### src/soc_pkg.sv
`default_nettype none

package soc_pkg;

  // register port widths
  localparam int DATA_W = 8;
  localparam int ADDR_W = 3;
  // dip switch count on the gpio port
  localparam int DIP_W = 4;

  // register address map
  localparam logic [ADDR_W-1:0] ADDR_LED       = 3'd0;
  localparam logic [ADDR_W-1:0] ADDR_DIP       = 3'd1;
  localparam logic [ADDR_W-1:0] ADDR_UART_DATA = 3'd2;
  localparam logic [ADDR_W-1:0] ADDR_UART_DIV  = 3'd3;
  localparam logic [ADDR_W-1:0] ADDR_SPI_DATA  = 3'd4;
  localparam logic [ADDR_W-1:0] ADDR_SPI_CTRL  = 3'd5;
  localparam logic [ADDR_W-1:0] ADDR_STATUS    = 3'd6;

  // divisor values after reset
  localparam logic [DATA_W-1:0] UART_DIV_RST = 8'd4;
  localparam logic [6:0]        SPI_DIV_RST  = 7'd2;

  // one register access from the on-chip master, 13 bits
  typedef struct packed {
    logic              we;
    logic              re;
    logic [ADDR_W-1:0] addr;
    logic [DATA_W-1:0] wdata;
  } reg_req_t;

  // spi control register layout
  typedef struct packed {
    // chip select level, active low
    logic       cs_n;
    // sclk half period in clk cycles
    logic [6:0] div;
  } spi_ctrl_t;

  // status word, msb first
  typedef struct packed {
    logic       uart_busy;
    logic       spi_busy;
    logic       sd_detect;
    logic       sd_protect;
    logic [3:0] spare;
  } status_t;

endpackage

`default_nettype wire

### src/periph_decode.sv
`timescale 1ns/10ps
`default_nettype none

module periph_decode (
  input  wire logic                      clk,
  input  wire logic                      i_rst_n,
  input  wire soc_pkg::reg_req_t         i_req,
  input  wire logic [soc_pkg::DIP_W-1:0] i_dip,
  input  wire logic                      i_sd_detect,
  input  wire logic                      i_sd_protect,
  input  wire logic                      i_uart_busy,
  input  wire logic                      i_spi_busy,
  input  wire logic [soc_pkg::DATA_W-1:0] i_spi_rx,
  output logic                           o_led_we,
  output logic                           o_uart_start,
  output logic [soc_pkg::DATA_W-1:0]     o_uart_div,
  output logic                           o_spi_start,
  output soc_pkg::spi_ctrl_t             o_spi_ctrl,
  output logic [soc_pkg::DATA_W-1:0]     o_wdata,
  output logic [soc_pkg::DATA_W-1:0]     o_rdata
);
  import soc_pkg::*;

  status_t           status;
  logic [DATA_W-1:0] rd_mux;

  // write strobes, one per request cycle
  assign o_led_we     = i_req.we && (i_req.addr == ADDR_LED);
  assign o_uart_start = i_req.we && (i_req.addr == ADDR_UART_DATA);
  assign o_spi_start  = i_req.we && (i_req.addr == ADDR_SPI_DATA);
  // write data shared by all peripherals
  assign o_wdata      = i_req.wdata;

  // divisor and control registers
  always_ff @(posedge clk) begin
    if (!i_rst_n) begin
      o_uart_div      <= UART_DIV_RST;
      o_spi_ctrl.cs_n <= 1'b1;
      o_spi_ctrl.div  <= SPI_DIV_RST;
    end else if (i_req.we) begin
      if (i_req.addr == ADDR_UART_DIV) begin
        o_uart_div <= i_req.wdata;
      end
      if (i_req.addr == ADDR_SPI_CTRL) begin
        o_spi_ctrl <= spi_ctrl_t'(i_req.wdata);
      end
    end
  end

  // status word from busy levels and synced card pins
  always_comb begin
    status            = '0;
    status.uart_busy  = i_uart_busy;
    status.spi_busy   = i_spi_busy;
    status.sd_detect  = i_sd_detect;
    status.sd_protect = i_sd_protect;
  end

  // read select, led and uart data are write only
  always_comb begin
    case (i_req.addr)
      ADDR_DIP:      rd_mux = {{(DATA_W-DIP_W){1'b0}}, i_dip};
      ADDR_UART_DIV: rd_mux = o_uart_div;
      ADDR_SPI_DATA: rd_mux = i_spi_rx;
      ADDR_SPI_CTRL: rd_mux = o_spi_ctrl;
      ADDR_STATUS:   rd_mux = status;
      default:       rd_mux = '0;
    endcase
  end

  // read data one cycle after the strobe, held until the next read
  always_ff @(posedge clk) begin
    if (i_req.re) begin
      o_rdata <= rd_mux;
    end
  end

endmodule

`default_nettype wire

### src/gpio_port.sv
`timescale 1ns/10ps
`default_nettype none

module gpio_port (
  input  wire logic                       clk,
  input  wire logic                       i_rst_n,
  input  wire logic                       i_led_we,
  input  wire logic [soc_pkg::DATA_W-1:0] i_wdata,
  input  wire logic [soc_pkg::DIP_W-1:0]  i_dip_pins,
  input  wire logic                       i_sd_detect_pin,
  input  wire logic                       i_sd_protect_pin,
  output logic [soc_pkg::DATA_W-1:0]      o_led,
  output logic [soc_pkg::DIP_W-1:0]       o_dip,
  output logic                            o_sd_detect,
  output logic                            o_sd_protect
);
  import soc_pkg::*;

  // board inputs grouped as one word: dip, detect, protect
  logic [DIP_W+1:0] sync_q1;
  logic [DIP_W+1:0] sync_q2;

  // led register, cleared at reset
  always_ff @(posedge clk) begin
    if (!i_rst_n) begin
      o_led <= '0;
    end else if (i_led_we) begin
      o_led <= i_wdata;
    end
  end

  // two-stage synchronizer for asynchronous switches
  always_ff @(posedge clk) begin
    sync_q1 <= {i_dip_pins, i_sd_detect_pin, i_sd_protect_pin};
    sync_q2 <= sync_q1;
  end

  assign o_dip        = sync_q2[DIP_W+1:2];
  assign o_sd_detect  = sync_q2[1];
  assign o_sd_protect = sync_q2[0];

endmodule

`default_nettype wire

### src/uart_tx.sv
`timescale 1ns/10ps
`default_nettype none

module uart_tx (
  input  wire logic                       clk,
  input  wire logic                       i_rst_n,
  input  wire logic                       i_start,
  input  wire logic [soc_pkg::DATA_W-1:0] i_data,
  input  wire logic [soc_pkg::DATA_W-1:0] i_div,
  output logic                            o_busy,
  output logic                            o_td
);
  import soc_pkg::*;

  // frame = stop, data msb..lsb, start; bit 0 goes out first
  logic [DATA_W+1:0] frame_q;
  // divisor latched per frame
  logic [DATA_W-1:0] div_q;
  // cycles spent in the current bit
  logic [DATA_W-1:0] div_cnt;
  // bit index 0..9
  logic [3:0]        bit_cnt;
  logic              bit_end;

  assign bit_end = (div_cnt == div_q - 1'b1);

  always_ff @(posedge clk) begin
    if (!i_rst_n) begin
      // all ones keeps the line idle high
      frame_q <= '1;
      div_q   <= UART_DIV_RST;
      div_cnt <= '0;
      bit_cnt <= '0;
      o_busy  <= 1'b0;
    end else if (!o_busy) begin
      // start while busy falls through and is dropped
      if (i_start) begin
        frame_q <= {1'b1, i_data, 1'b0};
        div_q   <= i_div;
        div_cnt <= '0;
        bit_cnt <= '0;
        o_busy  <= 1'b1;
      end
    end else if (bit_end) begin
      div_cnt <= '0;
      // shift in ones so the line returns high
      frame_q <= {1'b1, frame_q[DATA_W+1:1]};
      if (bit_cnt == 4'd9) begin
        // stop bit done
        o_busy <= 1'b0;
      end else begin
        bit_cnt <= bit_cnt + 4'd1;
      end
    end else begin
      div_cnt <= div_cnt + 1'b1;
    end
  end

  // line driven straight from the frame register
  assign o_td = frame_q[0];

endmodule

`default_nettype wire

### src/spi_master.sv
`timescale 1ns/10ps
`default_nettype none

module spi_master (
  input  wire logic                       clk,
  input  wire logic                       i_rst_n,
  input  wire logic                       i_start,
  input  wire logic [soc_pkg::DATA_W-1:0] i_data,
  input  wire soc_pkg::spi_ctrl_t         i_ctrl,
  input  wire logic                       i_miso,
  output logic                            o_busy,
  output logic [soc_pkg::DATA_W-1:0]      o_rx,
  output logic                            o_cs_n,
  output logic                            o_sclk,
  output logic                            o_mosi
);
  import soc_pkg::*;

  // tx bits leave at the top, rx bits enter at the bottom
  logic [DATA_W-1:0] shreg;
  // half period latched at start
  logic [6:0]        div_q;
  logic [6:0]        half_cnt;
  logic [2:0]        bit_cnt;
  // miso captured on the rising sclk edge
  logic              miso_q;
  logic              half_end;

  assign half_end = (half_cnt == div_q - 7'd1);

  // chip select follows the control register only
  always_ff @(posedge clk) begin
    if (!i_rst_n) begin
      o_cs_n <= 1'b1;
    end else begin
      o_cs_n <= i_ctrl.cs_n;
    end
  end

  always_ff @(posedge clk) begin
    if (!i_rst_n) begin
      shreg    <= '0;
      div_q    <= SPI_DIV_RST;
      half_cnt <= '0;
      bit_cnt  <= '0;
      miso_q   <= 1'b0;
      o_sclk   <= 1'b0;
      o_busy   <= 1'b0;
    end else if (!o_busy) begin
      // idle: sclk low, start accepted only here
      if (i_start) begin
        shreg    <= i_data;
        div_q    <= i_ctrl.div;
        half_cnt <= '0;
        bit_cnt  <= '0;
        o_sclk   <= 1'b0;
        o_busy   <= 1'b1;
      end
    end else if (!half_end) begin
      half_cnt <= half_cnt + 7'd1;
    end else if (!o_sclk) begin
      // low half done, rising edge
      half_cnt <= '0;
      o_sclk   <= 1'b1;
      miso_q   <= i_miso;
    end else begin
      // high half done, falling edge moves the next mosi bit out
      half_cnt <= '0;
      o_sclk   <= 1'b0;
      shreg    <= {shreg[DATA_W-2:0], miso_q};
      if (bit_cnt == 3'd7) begin
        o_busy <= 1'b0;
      end else begin
        bit_cnt <= bit_cnt + 3'd1;
      end
    end
  end

  // msb first
  assign o_mosi = shreg[DATA_W-1];
  // full received byte once busy drops
  assign o_rx   = shreg;

endmodule

`default_nettype wire

### src/periph_top.sv
`timescale 1ns/10ps
`default_nettype none

module periph_top (
  input  wire logic                       clk,
  input  wire logic                       i_rst_n,
  input  wire soc_pkg::reg_req_t          i_req,
  input  wire logic [soc_pkg::DIP_W-1:0]  i_dip_pins,
  input  wire logic                       i_sd_detect,
  input  wire logic                       i_sd_protect,
  input  wire logic                       i_spi_miso,
  output logic [soc_pkg::DATA_W-1:0]      o_rdata,
  output logic [soc_pkg::DATA_W-1:0]      o_led,
  output logic                            o_uart_td,
  output logic                            o_spi_cs_n,
  output logic                            o_spi_sclk,
  output logic                            o_spi_mosi
);
  import soc_pkg::*;

  // decoder to peripherals
  logic              led_we;
  logic              uart_start;
  logic              spi_start;
  logic [DATA_W-1:0] wdata;
  logic [DATA_W-1:0] uart_div;
  spi_ctrl_t         spi_ctrl;
  // peripherals back to decoder
  logic [DIP_W-1:0]  dip_sync;
  logic              sd_detect_sync;
  logic              sd_protect_sync;
  logic              uart_busy;
  logic              spi_busy;
  logic [DATA_W-1:0] spi_rx;

  periph_decode u_decode (
    .clk          (clk),
    .i_rst_n      (i_rst_n),
    .i_req        (i_req),
    .i_dip        (dip_sync),
    .i_sd_detect  (sd_detect_sync),
    .i_sd_protect (sd_protect_sync),
    .i_uart_busy  (uart_busy),
    .i_spi_busy   (spi_busy),
    .i_spi_rx     (spi_rx),
    .o_led_we     (led_we),
    .o_uart_start (uart_start),
    .o_uart_div   (uart_div),
    .o_spi_start  (spi_start),
    .o_spi_ctrl   (spi_ctrl),
    .o_wdata      (wdata),
    .o_rdata      (o_rdata)
  );

  // leds and board switches
  gpio_port u_gpio (
    .clk              (clk),
    .i_rst_n          (i_rst_n),
    .i_led_we         (led_we),
    .i_wdata          (wdata),
    .i_dip_pins       (i_dip_pins),
    .i_sd_detect_pin  (i_sd_detect),
    .i_sd_protect_pin (i_sd_protect),
    .o_led            (o_led),
    .o_dip            (dip_sync),
    .o_sd_detect      (sd_detect_sync),
    .o_sd_protect     (sd_protect_sync)
  );

  // console line
  uart_tx u_uart_tx (
    .clk     (clk),
    .i_rst_n (i_rst_n),
    .i_start (uart_start),
    .i_data  (wdata),
    .i_div   (uart_div),
    .o_busy  (uart_busy),
    .o_td    (o_uart_td)
  );

  // sd card spi
  spi_master u_spi (
    .clk     (clk),
    .i_rst_n (i_rst_n),
    .i_start (spi_start),
    .i_data  (wdata),
    .i_ctrl  (spi_ctrl),
    .i_miso  (i_spi_miso),
    .o_busy  (spi_busy),
    .o_rx    (spi_rx),
    .o_cs_n  (o_spi_cs_n),
    .o_sclk  (o_spi_sclk),
    .o_mosi  (o_spi_mosi)
  );

endmodule

`default_nettype wire

### config.mk
export PLATFORM = sky130hd
export DESIGN_NAME = periph_top
export DESIGN_NICKNAME = d
export VERILOG_FILES = /design/src/soc_pkg.sv /design/src/periph_decode.sv /design/src/gpio_port.sv /design/src/uart_tx.sv /design/src/spi_master.sv /design/src/periph_top.sv
export SDC_FILE = /design/constraint.sdc
export NUM_CORES = 1
export LEC_CHECK = 0
export BUFFER_PORTS_ARGS = -buffer_cell sky130_fd_sc_hd__buf_2
export CORE_UTILIZATION = 50
export CTS_CLUSTER_SIZE = 30
export DETAILED_ROUTE_END_ITERATION = 8
export MAX_ROUTING_LAYER = met4
export PLACE_DENSITY = 0.71
export SKIP_LAST_GASP = 1
export SLEW_MARGIN = 15
export SYNTH_ARGS = -nofsm -noshare
export SYNTH_HDL_FRONTEND = slang
export SYNTH_HIERARCHICAL = 1
export SYNTH_SLANG_ARGS = --single-unit
### constraint.sdc
create_clock -name clk -period 2.5 [get_ports clk]
set_clock_uncertainty 0.2 [all_clocks]
set_input_delay 0.25 -clock clk [delete_from_list [all_inputs] [get_ports clk]]
set_output_delay 0.25 -clock clk [all_outputs]
set_load 0.005 [all_outputs]
Word-level counts from Yosys, hierarchy flattened
Index checks and enable logic that the tools add are counted.

Multiplexer cells: 36. Equal/unequal tests: 15. Bitwise logic cells: 3. Add/subtract/negate cells: 6. Reduce and logical (&&, ||, !) cells: 16.

Operators by type and width (number): $mux W8 (7); $pmux W8 S5 (1); $mux W10 (3); $mux W7 (3); $mux W4 (4); $mux W3 (5); $mux W1 (13); $eq A3 B3 Y1 const B (4); $reduce_and A2 Y1 (6); $ne A2 B2 Y1 const B (5); $reduce_and A3 Y1 (3); $add A8 B1 Y8 const B (1); $eq A8 B8 Y1 (1); $sub A8 B1 Y8 const B (1); $add A7 B1 Y7 const B (1); $eq A7 B7 Y1 (1); $sub A7 B1 Y7 const B (1); $eq A3 B2 Y1 const B (2); $add A4 B1 Y4 const B (1); $eq A4 B4 Y1 const B (1); $reduce_and A4 Y1 (1); $reduce_bool A2 Y1 (2); $add A3 B1 Y3 const B (1); $eq A3 B1 Y1 const B (1); other kinds (3) (7).

Bits of input ports: 22. Output and inout port bits: 20. Bits in registers: 104.

Logic depth before layout (Yosys ltp)
Depth after elaboration: 5. Gate-level depth with buffers: 11. Gate-level depth less buffers: 8.

Modules after synthesis
The synthesis kept the hierarchy.

Modules (own cells, without submodules): uart_tx (instances 1, cells each 207, sequential area each 600.6 µm², area each 1765.4 µm²); spi_master (instances 1, cells each 175, sequential area each 580.6 µm², area each 1562.7 µm²); periph_decode (instances 1, cells each 124, sequential area each 560.5 µm², area each 1252.5 µm²); gpio_port (instances 1, cells each 37, sequential area each 400.4 µm², area each 541.8 µm²).

Least setup slack after synthesis
OpenSTA, ideal clock, no wires.

Path kind: reg-to-reg. Start: register u_spi.div_q[0]. End: register u_spi.bit_cnt[2]. Path buffers: 2. Data required time: 2.185 ns. Library setup time: 0.115 ns. Arrival time: 2.115 ns. Clock period less this slack: 2.431 ns. Cell stages (with the launch flop): 11. Path slack: 0.069 ns. Cells stage by stage: dfxtp_1 > clkbuf_2 > inv_1 > ha_1 > or3b_1 > a211oi_2 > o211ai_1 > a211oi_2 > buf_4 > a21oi_2 > a31o_1.

Cells in the longest elaborated chain, start to end: 4.

Ends and longest elaborated chain: from (decl) (line spi_master.sv:22) `logic [6:0] div_q;`; from (signal assigned) (line spi_master.sv:53) `div_q <= i_ctrl.div;`; $sub A7 B1 Y7 (line spi_master.sv:29) `assign half_end = (half_cnt == div_q - 7'd1);`; $eq A7 B7 Y1 (line spi_master.sv:29); $ne A2 B2 Y1 (no line); $reduce_and A4 Y1 (no line); to (signal assigned) (line spi_master.sv:74) `bit_cnt <= bit_cnt + 3'd1;`; to (decl) (line spi_master.sv:24) `logic [2:0] bit_cnt;`.

No other way between the ends. A chain may end at the register's enable or synchronous reset.

Worst setup path in the final report
Same ends and word-level chain as after synthesis.

==> impl_results.html <==
<table>
<tr><th>Metric</th><th>Value</th></tr>
<tr><th colspan="2">Power</th></tr>
<tr><td>Clk pwr share</td><td>36.4%</td></tr>
<tr><td>Net Sw Power</td><td>0.000764 W</td></tr>
<tr><td>Post-route total power</td><td>0.00310 W</td></tr>
<tr><td>Switching part of the total power</td><td>24.6%</td></tr>
<tr><td>Combinational share of power</td><td>between 8 and 9%</td></tr>
<tr><td>Flop pwr share</td><td>55.5%</td></tr>
<tr><td>Leak</td><td>2.28 nW</td></tr>
<tr><td>Total internal power</td><td>0.00234 W</td></tr>
<tr><td>Maximum vdd drop</td><td>a little over 0.4 mV</td></tr>
<tr><td>Power per cell area</td><td>542 nW/µm²</td></tr>
<tr><th colspan="2">Die</th></tr>
<tr><td>Number of core rows</td><td>36</td></tr>
<tr><td>Placeable Area</td><td>9860 µm²</td></tr>
<tr><td>Die area</td><td>10,700 µm²</td></tr>
<tr><td>Chip Height</td><td>103 µm</td></tr>
<tr><td>Initial core utilization</td><td>about half</td></tr>
<tr><td>I/O pin total</td><td>between 40 and 50</td></tr>
<tr><td>Horizontal die dimension</td><td>103 µm</td></tr>
<tr><th colspan="2">Clock tree</th></tr>
<tr><td>Cell at the root of the clock tree</td><td>clkbuf_8</td></tr>
<tr><td>Clock tree from TritonCTS</td><td>yes</td></tr>
<tr><td>Worst-Skew Late Latency</td><td>around 370 ps</td></tr>
<tr><td>Count of clock tree sinks</td><td>103</td></tr>
<tr><td>CTS Buffer Depth</td><td>2</td></tr>
<tr><td>Number of buffers inserted during clock tree synthesis</td><td>9</td></tr>
<tr><td>Number of H-tree levels</td><td>3</td></tr>
<tr><td>Clock slew seen by the registers of the worst setup and hold paths</td><td>100 ps</td></tr>
<tr><th colspan="2">Yosys</th></tr>
<tr><td>Proportion of synthesized area in mux cells</td><td>6.91%</td></tr>
<tr><td>Synthesized area per cell</td><td>9.43 µm²</td></tr>
<tr><td>Share of synthesized area occupied by flip-flops and latches</td><td>41.8%</td></tr>
<tr><td>Yosys warnings</td><td>6</td></tr>
<tr><td>Area fraction in compound gates after synthesis</td><td>14.1%</td></tr>
<tr><td>Share of the synthesized area in the top cell type</td><td>37.1%</td></tr>
<tr><td>Post-synthesis cell count</td><td>543</td></tr>
<tr><td>Top area cells in the synthesized netlist</td><td>dfxtp_1 37%, mux2i_1 6.3%, nand2_1 4.8%</td></tr>
<tr><td>Largest family of logic cells by synthesized area</td><td>simple AND/OR/NAND/NOR gates</td></tr>
<tr><td>Xor/xnor share of the synthesized area</td><td>around 5.2%</td></tr>
<tr><td>Dominant synthesized flop cell</td><td>dfxtp_1</td></tr>
<tr><td>Net count of the mapped netlist</td><td>573</td></tr>
<tr><td>Synthesized-area fraction occupied by and/or/nand/nor cells</td><td>23.2%</td></tr>
<tr><td>Adder and majority cell fraction of the synthesized area</td><td>approximately 2.0%</td></tr>
<tr><td>Async SR Flop Fraction</td><td>0%</td></tr>
<tr><td>Distinct cell type count after synthesis</td><td>74</td></tr>
<tr><td>Post-synthesis sequential element count</td><td>a little over 100</td></tr>
<tr><td>Number of synthesized flops with an enable pin</td><td>8</td></tr>
<tr><td>Post-synthesis instance area</td><td>5120 µm²</td></tr>
<tr><td>Biggest area consumer among synthesized cells</td><td>dfxtp_1</td></tr>
<tr><th colspan="2">STA</th></tr>
<tr><td>Final setup margin</td><td>86.4 ps</td></tr>
<tr><td>Actual slew at the worst max-slew pin</td><td>671 ps</td></tr>
<tr><td>Final Slew Violations</td><td>0</td></tr>
<tr><td>Final setup TNS</td><td>0 ps</td></tr>
<tr><td>Final critical-path share of the clock period</td><td>96.5%</td></tr>
<tr><td>Setup repair after global routing missed its margin</td><td>yes</td></tr>
<tr><td>Worst Hold Slack</td><td>15.4 ps</td></tr>
<tr><td>Total of endpoints with negative setup slack in the final report</td><td>0</td></tr>
<tr><td>Tmin final</td><td>about 2400 ps</td></tr>
<tr><td>Relative max-transition margin</td><td>between 50% and 60%</td></tr>
<tr><td>Timing-limited maximum frequency</td><td>0.414 GHz</td></tr>
<tr><td>Final count of hold timing violations</td><td>0</td></tr>
<tr><th colspan="2">Drt</th></tr>
<tr><td>Routed wire length</td><td>between 10 and 15 mm</td></tr>
<tr><td>Pre-antenna DRT Iters</td><td>6</td></tr>
<tr><td>DRC Markers</td><td>0</td></tr>
<tr><td>Via count of the routed design</td><td>slightly above 4k</td></tr>
<tr><td>Violation count after the first detailed-route iteration</td><td>278</td></tr>
<tr><td>Via density</td><td>5.58</td></tr>
<tr><td>Number of nets with antenna violations after routing</td><td>0</td></tr>
<tr><td>Routed wire per std cell</td><td>15.6 µm</td></tr>
<tr><th colspan="2">Critical path</th></tr>
<tr><td>Worst reg2reg path startpoint</td><td>u_spi/div_q[0]$_SDFFE_PN0P_</td></tr>
<tr><td>Cell chain of the critical path</td><td>inv_1 -&gt; ha_4 -&gt; or3b_1 -&gt; a211oi_2 -&gt; o211ai_1 -&gt; a211oi_2 -&gt; buf_4 -&gt; buf_4 -&gt; a21oi_2 -&gt; a31o_1</td></tr>
<tr><td>Worst setup slack for register-to-register paths</td><td>90 ps</td></tr>
<tr><td>Crit path max-delay family</td><td>compound AO/OA/AOI/OAI gates</td></tr>
<tr><td>Largest stage delay on the critical path</td><td>380 ps</td></tr>
<tr><td>Capturing element of the worst setup path</td><td>u_spi/bit_cnt[2]$_SDFFE_PN0P_</td></tr>
<tr><td>Biggest fanout along the worst timing path</td><td>5</td></tr>
<tr><td>Type of element capturing the critical path</td><td>register</td></tr>
<tr><td>Library cell contributing the largest single delay on the critical path</td><td>or3b_1</td></tr>
<tr><td>Logic depth of the worst path, buffers included</td><td>10</td></tr>
<tr><td>Worst Path Class, Setup</td><td>reg -&gt; reg</td></tr>
<tr><td>Req. time, crit path</td><td>2580 ps</td></tr>
<tr><td>Origin of the worst setup path</td><td>u_spi/div_q[0]$_SDFFE_PN0P_</td></tr>
<tr><td>Crit path buffers/inverters</td><td>3</td></tr>
<tr><td>Reg-to-reg critical path endpoint</td><td>u_spi/bit_cnt[2]$_SDFFE_PN0P_</td></tr>
<tr><td>Number of cells on the worst reg-to-reg path</td><td>10</td></tr>
<tr><td>Critical path startpoint category</td><td>register</td></tr>
<tr><td>Signal arrival time at the worst endpoint</td><td>about 2500 ps</td></tr>
<tr><th colspan="2">Placed design</th></tr>
<tr><td>Weighted congestion reported at the end of routability-driven placement</td><td>0.897</td></tr>
<tr><td>Input/output buffers</td><td>41</td></tr>
<tr><td>DP Wirelength</td><td>8.04 mm</td></tr>
<tr><td>Place WS</td><td>approximately 13 ps</td></tr>
<tr><th colspan="2">Hold path</th></tr>
<tr><td>Tightest Hold Check Type</td><td>in -&gt; reg</td></tr>
<tr><th colspan="2">Status</th></tr>
<tr><td>Result of the run</td><td>finished, final reports clean</td></tr>
<tr><th colspan="2">Layout</th></tr>
<tr><td>Ratio of cells with drive above 1 in the final layout</td><td>20.0%</td></tr>
<tr><td>Final core occ</td><td>between 50% and 60%</td></tr>
<tr><td>Area growth from synthesis to layout</td><td>11.8%</td></tr>
<tr><td>FILL cells</td><td>approximately 850</td></tr>
<tr><td>Antenna cell count</td><td>0</td></tr>
<tr><td>Fin nets</td><td>approximately 610</td></tr>
<tr><th colspan="2">Run</th></tr>
<tr><td>Number of max-capacitance violations reported</td><td>0</td></tr>
<tr><th colspan="2">GRT</th></tr>
<tr><td>Number of antenna violations at the first check in global routing</td><td>0</td></tr>
<tr><td>Via count of the first global-routing pass</td><td>around 3.8k</td></tr>
<tr><td>Global Route Usage Sum</td><td>23.6%</td></tr>
<tr><td>Congestion Overflow GR</td><td>0</td></tr>
<tr><td>Global-route wire length before repair</td><td>18.7 mm</td></tr>
<tr><td>Maximum number of pins on one net before global-route repair</td><td>23</td></tr>
</table>
## worst min path at each step
| stage | endpoint | cells after the start | start |
|---|---|---|---|
| 3_3_place_gp | u_gpio/sync_q2[5]$_DFF_P_ | 0 | u_gpio/sync_q1[5]$_DFF_P_ |
| 5_1_grt | u_decode/o_spi_ctrl[0]$_SDFFE_PN0P_ | 3 | i_req[0] |
| 4_1_cts | u_decode/o_uart_div[7]$_SDFFE_PN0P_ | 3 | i_req[7] |
| 3_5_place_dp | u_gpio/sync_q2[5]$_DFF_P_ | 0 | u_gpio/sync_q1[5]$_DFF_P_ |
| 6_report | u_decode/o_uart_div[7]$_SDFFE_PN0P_ | 3 | i_req[7] |
| 2_1_floorplan | u_gpio/sync_q1[0]$_DFF_P_ | 0 | i_sd_protect |
## stage by stage
stage	cell area, µm²	cells
after floorplan	5120	543
after global placement	5360	694
after detailed placement	5360	694
after CTS	5700	721
after global routing	5730	722
final	5730	722
## layout make-up
| class | count | area (µm²) | area share [%] |
|---|---|---|---|
| Sequential cell | 103 | 2140 | 37.4 |
| Tap cell | 133 | 166 | 2.91 |
| Clock inverter | 6 | 72.6 | 1.27 |
| Inverter | 14 | 55.1 | 0.962 |
| Timing Repair Buffer | 74 | 480 | 8.39 |
| Clock buffer | 10 | 149 | 2.60 |
| Multi-Input combinational cell | 382 | 2660 | 46.5 |
## cells in the mapped netlist, types with 6 or more instances
cell,instances
nand2_1,65
nand4_1,7
inv_1,12
o21ai_2,6
buf_4,12
a21oi_1,28
and3_1,11
buf_2,8
xnor2_1,14
o211ai_1,8
nor3_1,8
a211oi_1,10
o21ai_0,7
ha_1,8
o31ai_1,9
dfxtp_1,95
nor2b_1,15
buf_6,10
a22oi_1,6
nand3_1,31
clkbuf_1,13
nand2b_1,7
edfxtp_1,8
xor2_1,14
mux2i_1,32
nor2_1,23
## cells in the final DEF, fill, tap and decap left out, types with 3 or more instances in the layout
cell and count:
nand2b_1 7, buf_2 41, nand3b_1 3, and3_1 11, nand4_1 7, clkbuf_8 9
o21ai_2 6, and2_1 5, nor2_1 23, o22ai_1 3, a211oi_1 10, nor2b_1 15
dlygate4sd3_1 11, buf_4 22, o31ai_1 9, nor3_1 8, xor2_1 14, nand3_1 31
edfxtp_1 8, mux2i_1 32, ha_1 7, o21bai_1 3, nand2_1 65, o211ai_1 8
a22oi_1 6, xnor2_1 14, nand3_2 5, inv_1 12, a21oi_1 28, nand4b_1 3
o21ai_1 3, o21ai_0 7, dfxtp_1 95, nor4_4 3
## worst min-delay path: cells and delay by family
family | cells | cell delay, ps
buffers and inverters | 1 | 160
AO/OA/AOI/OAI | 1 | 60
AND/OR/NAND/NOR | 1 | 70
## state kept, by name, indices dropped and copies added, names as in the netlist, 3 cells and up
name / cells
u_decode/o_rdata: 8
u_uart_tx/div_cnt: 8
u_decode/o_uart_div: 8
u_uart_tx/bit_cnt: 4
u_uart_tx/frame_q: 9
u_spi/o_rx: 8
u_decode/o_spi_ctrl: 8
u_uart_tx/div_q: 8
u_gpio/o_led: 8
u_gpio/sync_q2: 6
u_gpio/sync_q1: 6
u_spi/bit_cnt: 3
u_spi/half_cnt: 7
u_spi/div_q: 7
## power by group through the flow
stage | logic, W | registers (W) | clock network, W
2_1_floorplan | 0.000169 | 0.00175 | 0
3_3_place_gp | 0.000228 | 0.00176 | 0
3_5_place_dp | 0.000232 | 0.00176 | 0
4_1_cts | 0.000247 | 0.00172 | 0.00115
5_1_grt | 0.000276 | 0.00173 | 0.00123
6_report | 0.000251 | 0.00172 | 0.00113
## cell families (layout without fill, tap and decap cells)
kind of cell | after synthesis | in the layout
muxes | 35 | 35
buffers and inverters | 58 | 104
adders and majority gates | 8 | 8
and+or+nand+nor | 208 | 208
xor gates and xnor gates | 29 | 29
AOI/OAI and AO/OA | 102 | 102
DFF | 103 | 103
## what timing repair did
item	in CTS	in global routing
endpoints found under the hold margin	19	0
setup endpoints to repair	10	22
buffers inserted	0	1
resized for setup	1	4
hold buffers	11	0
cloned	0	0
pin swaps	0	1
## layer usage
metal / global-route usage, % / up-vias / part of all wire, %
met1: 32.9 / 1901 / 49
met2: 35.4 / 117 / 45
met3: 4.37 / 10 / 5.5
met5: - / - / 0
li1: - / 1999 / -
met4: 5.85 / 0 / 0.79
No activity file was read; power rests on OpenSTA's default activity.
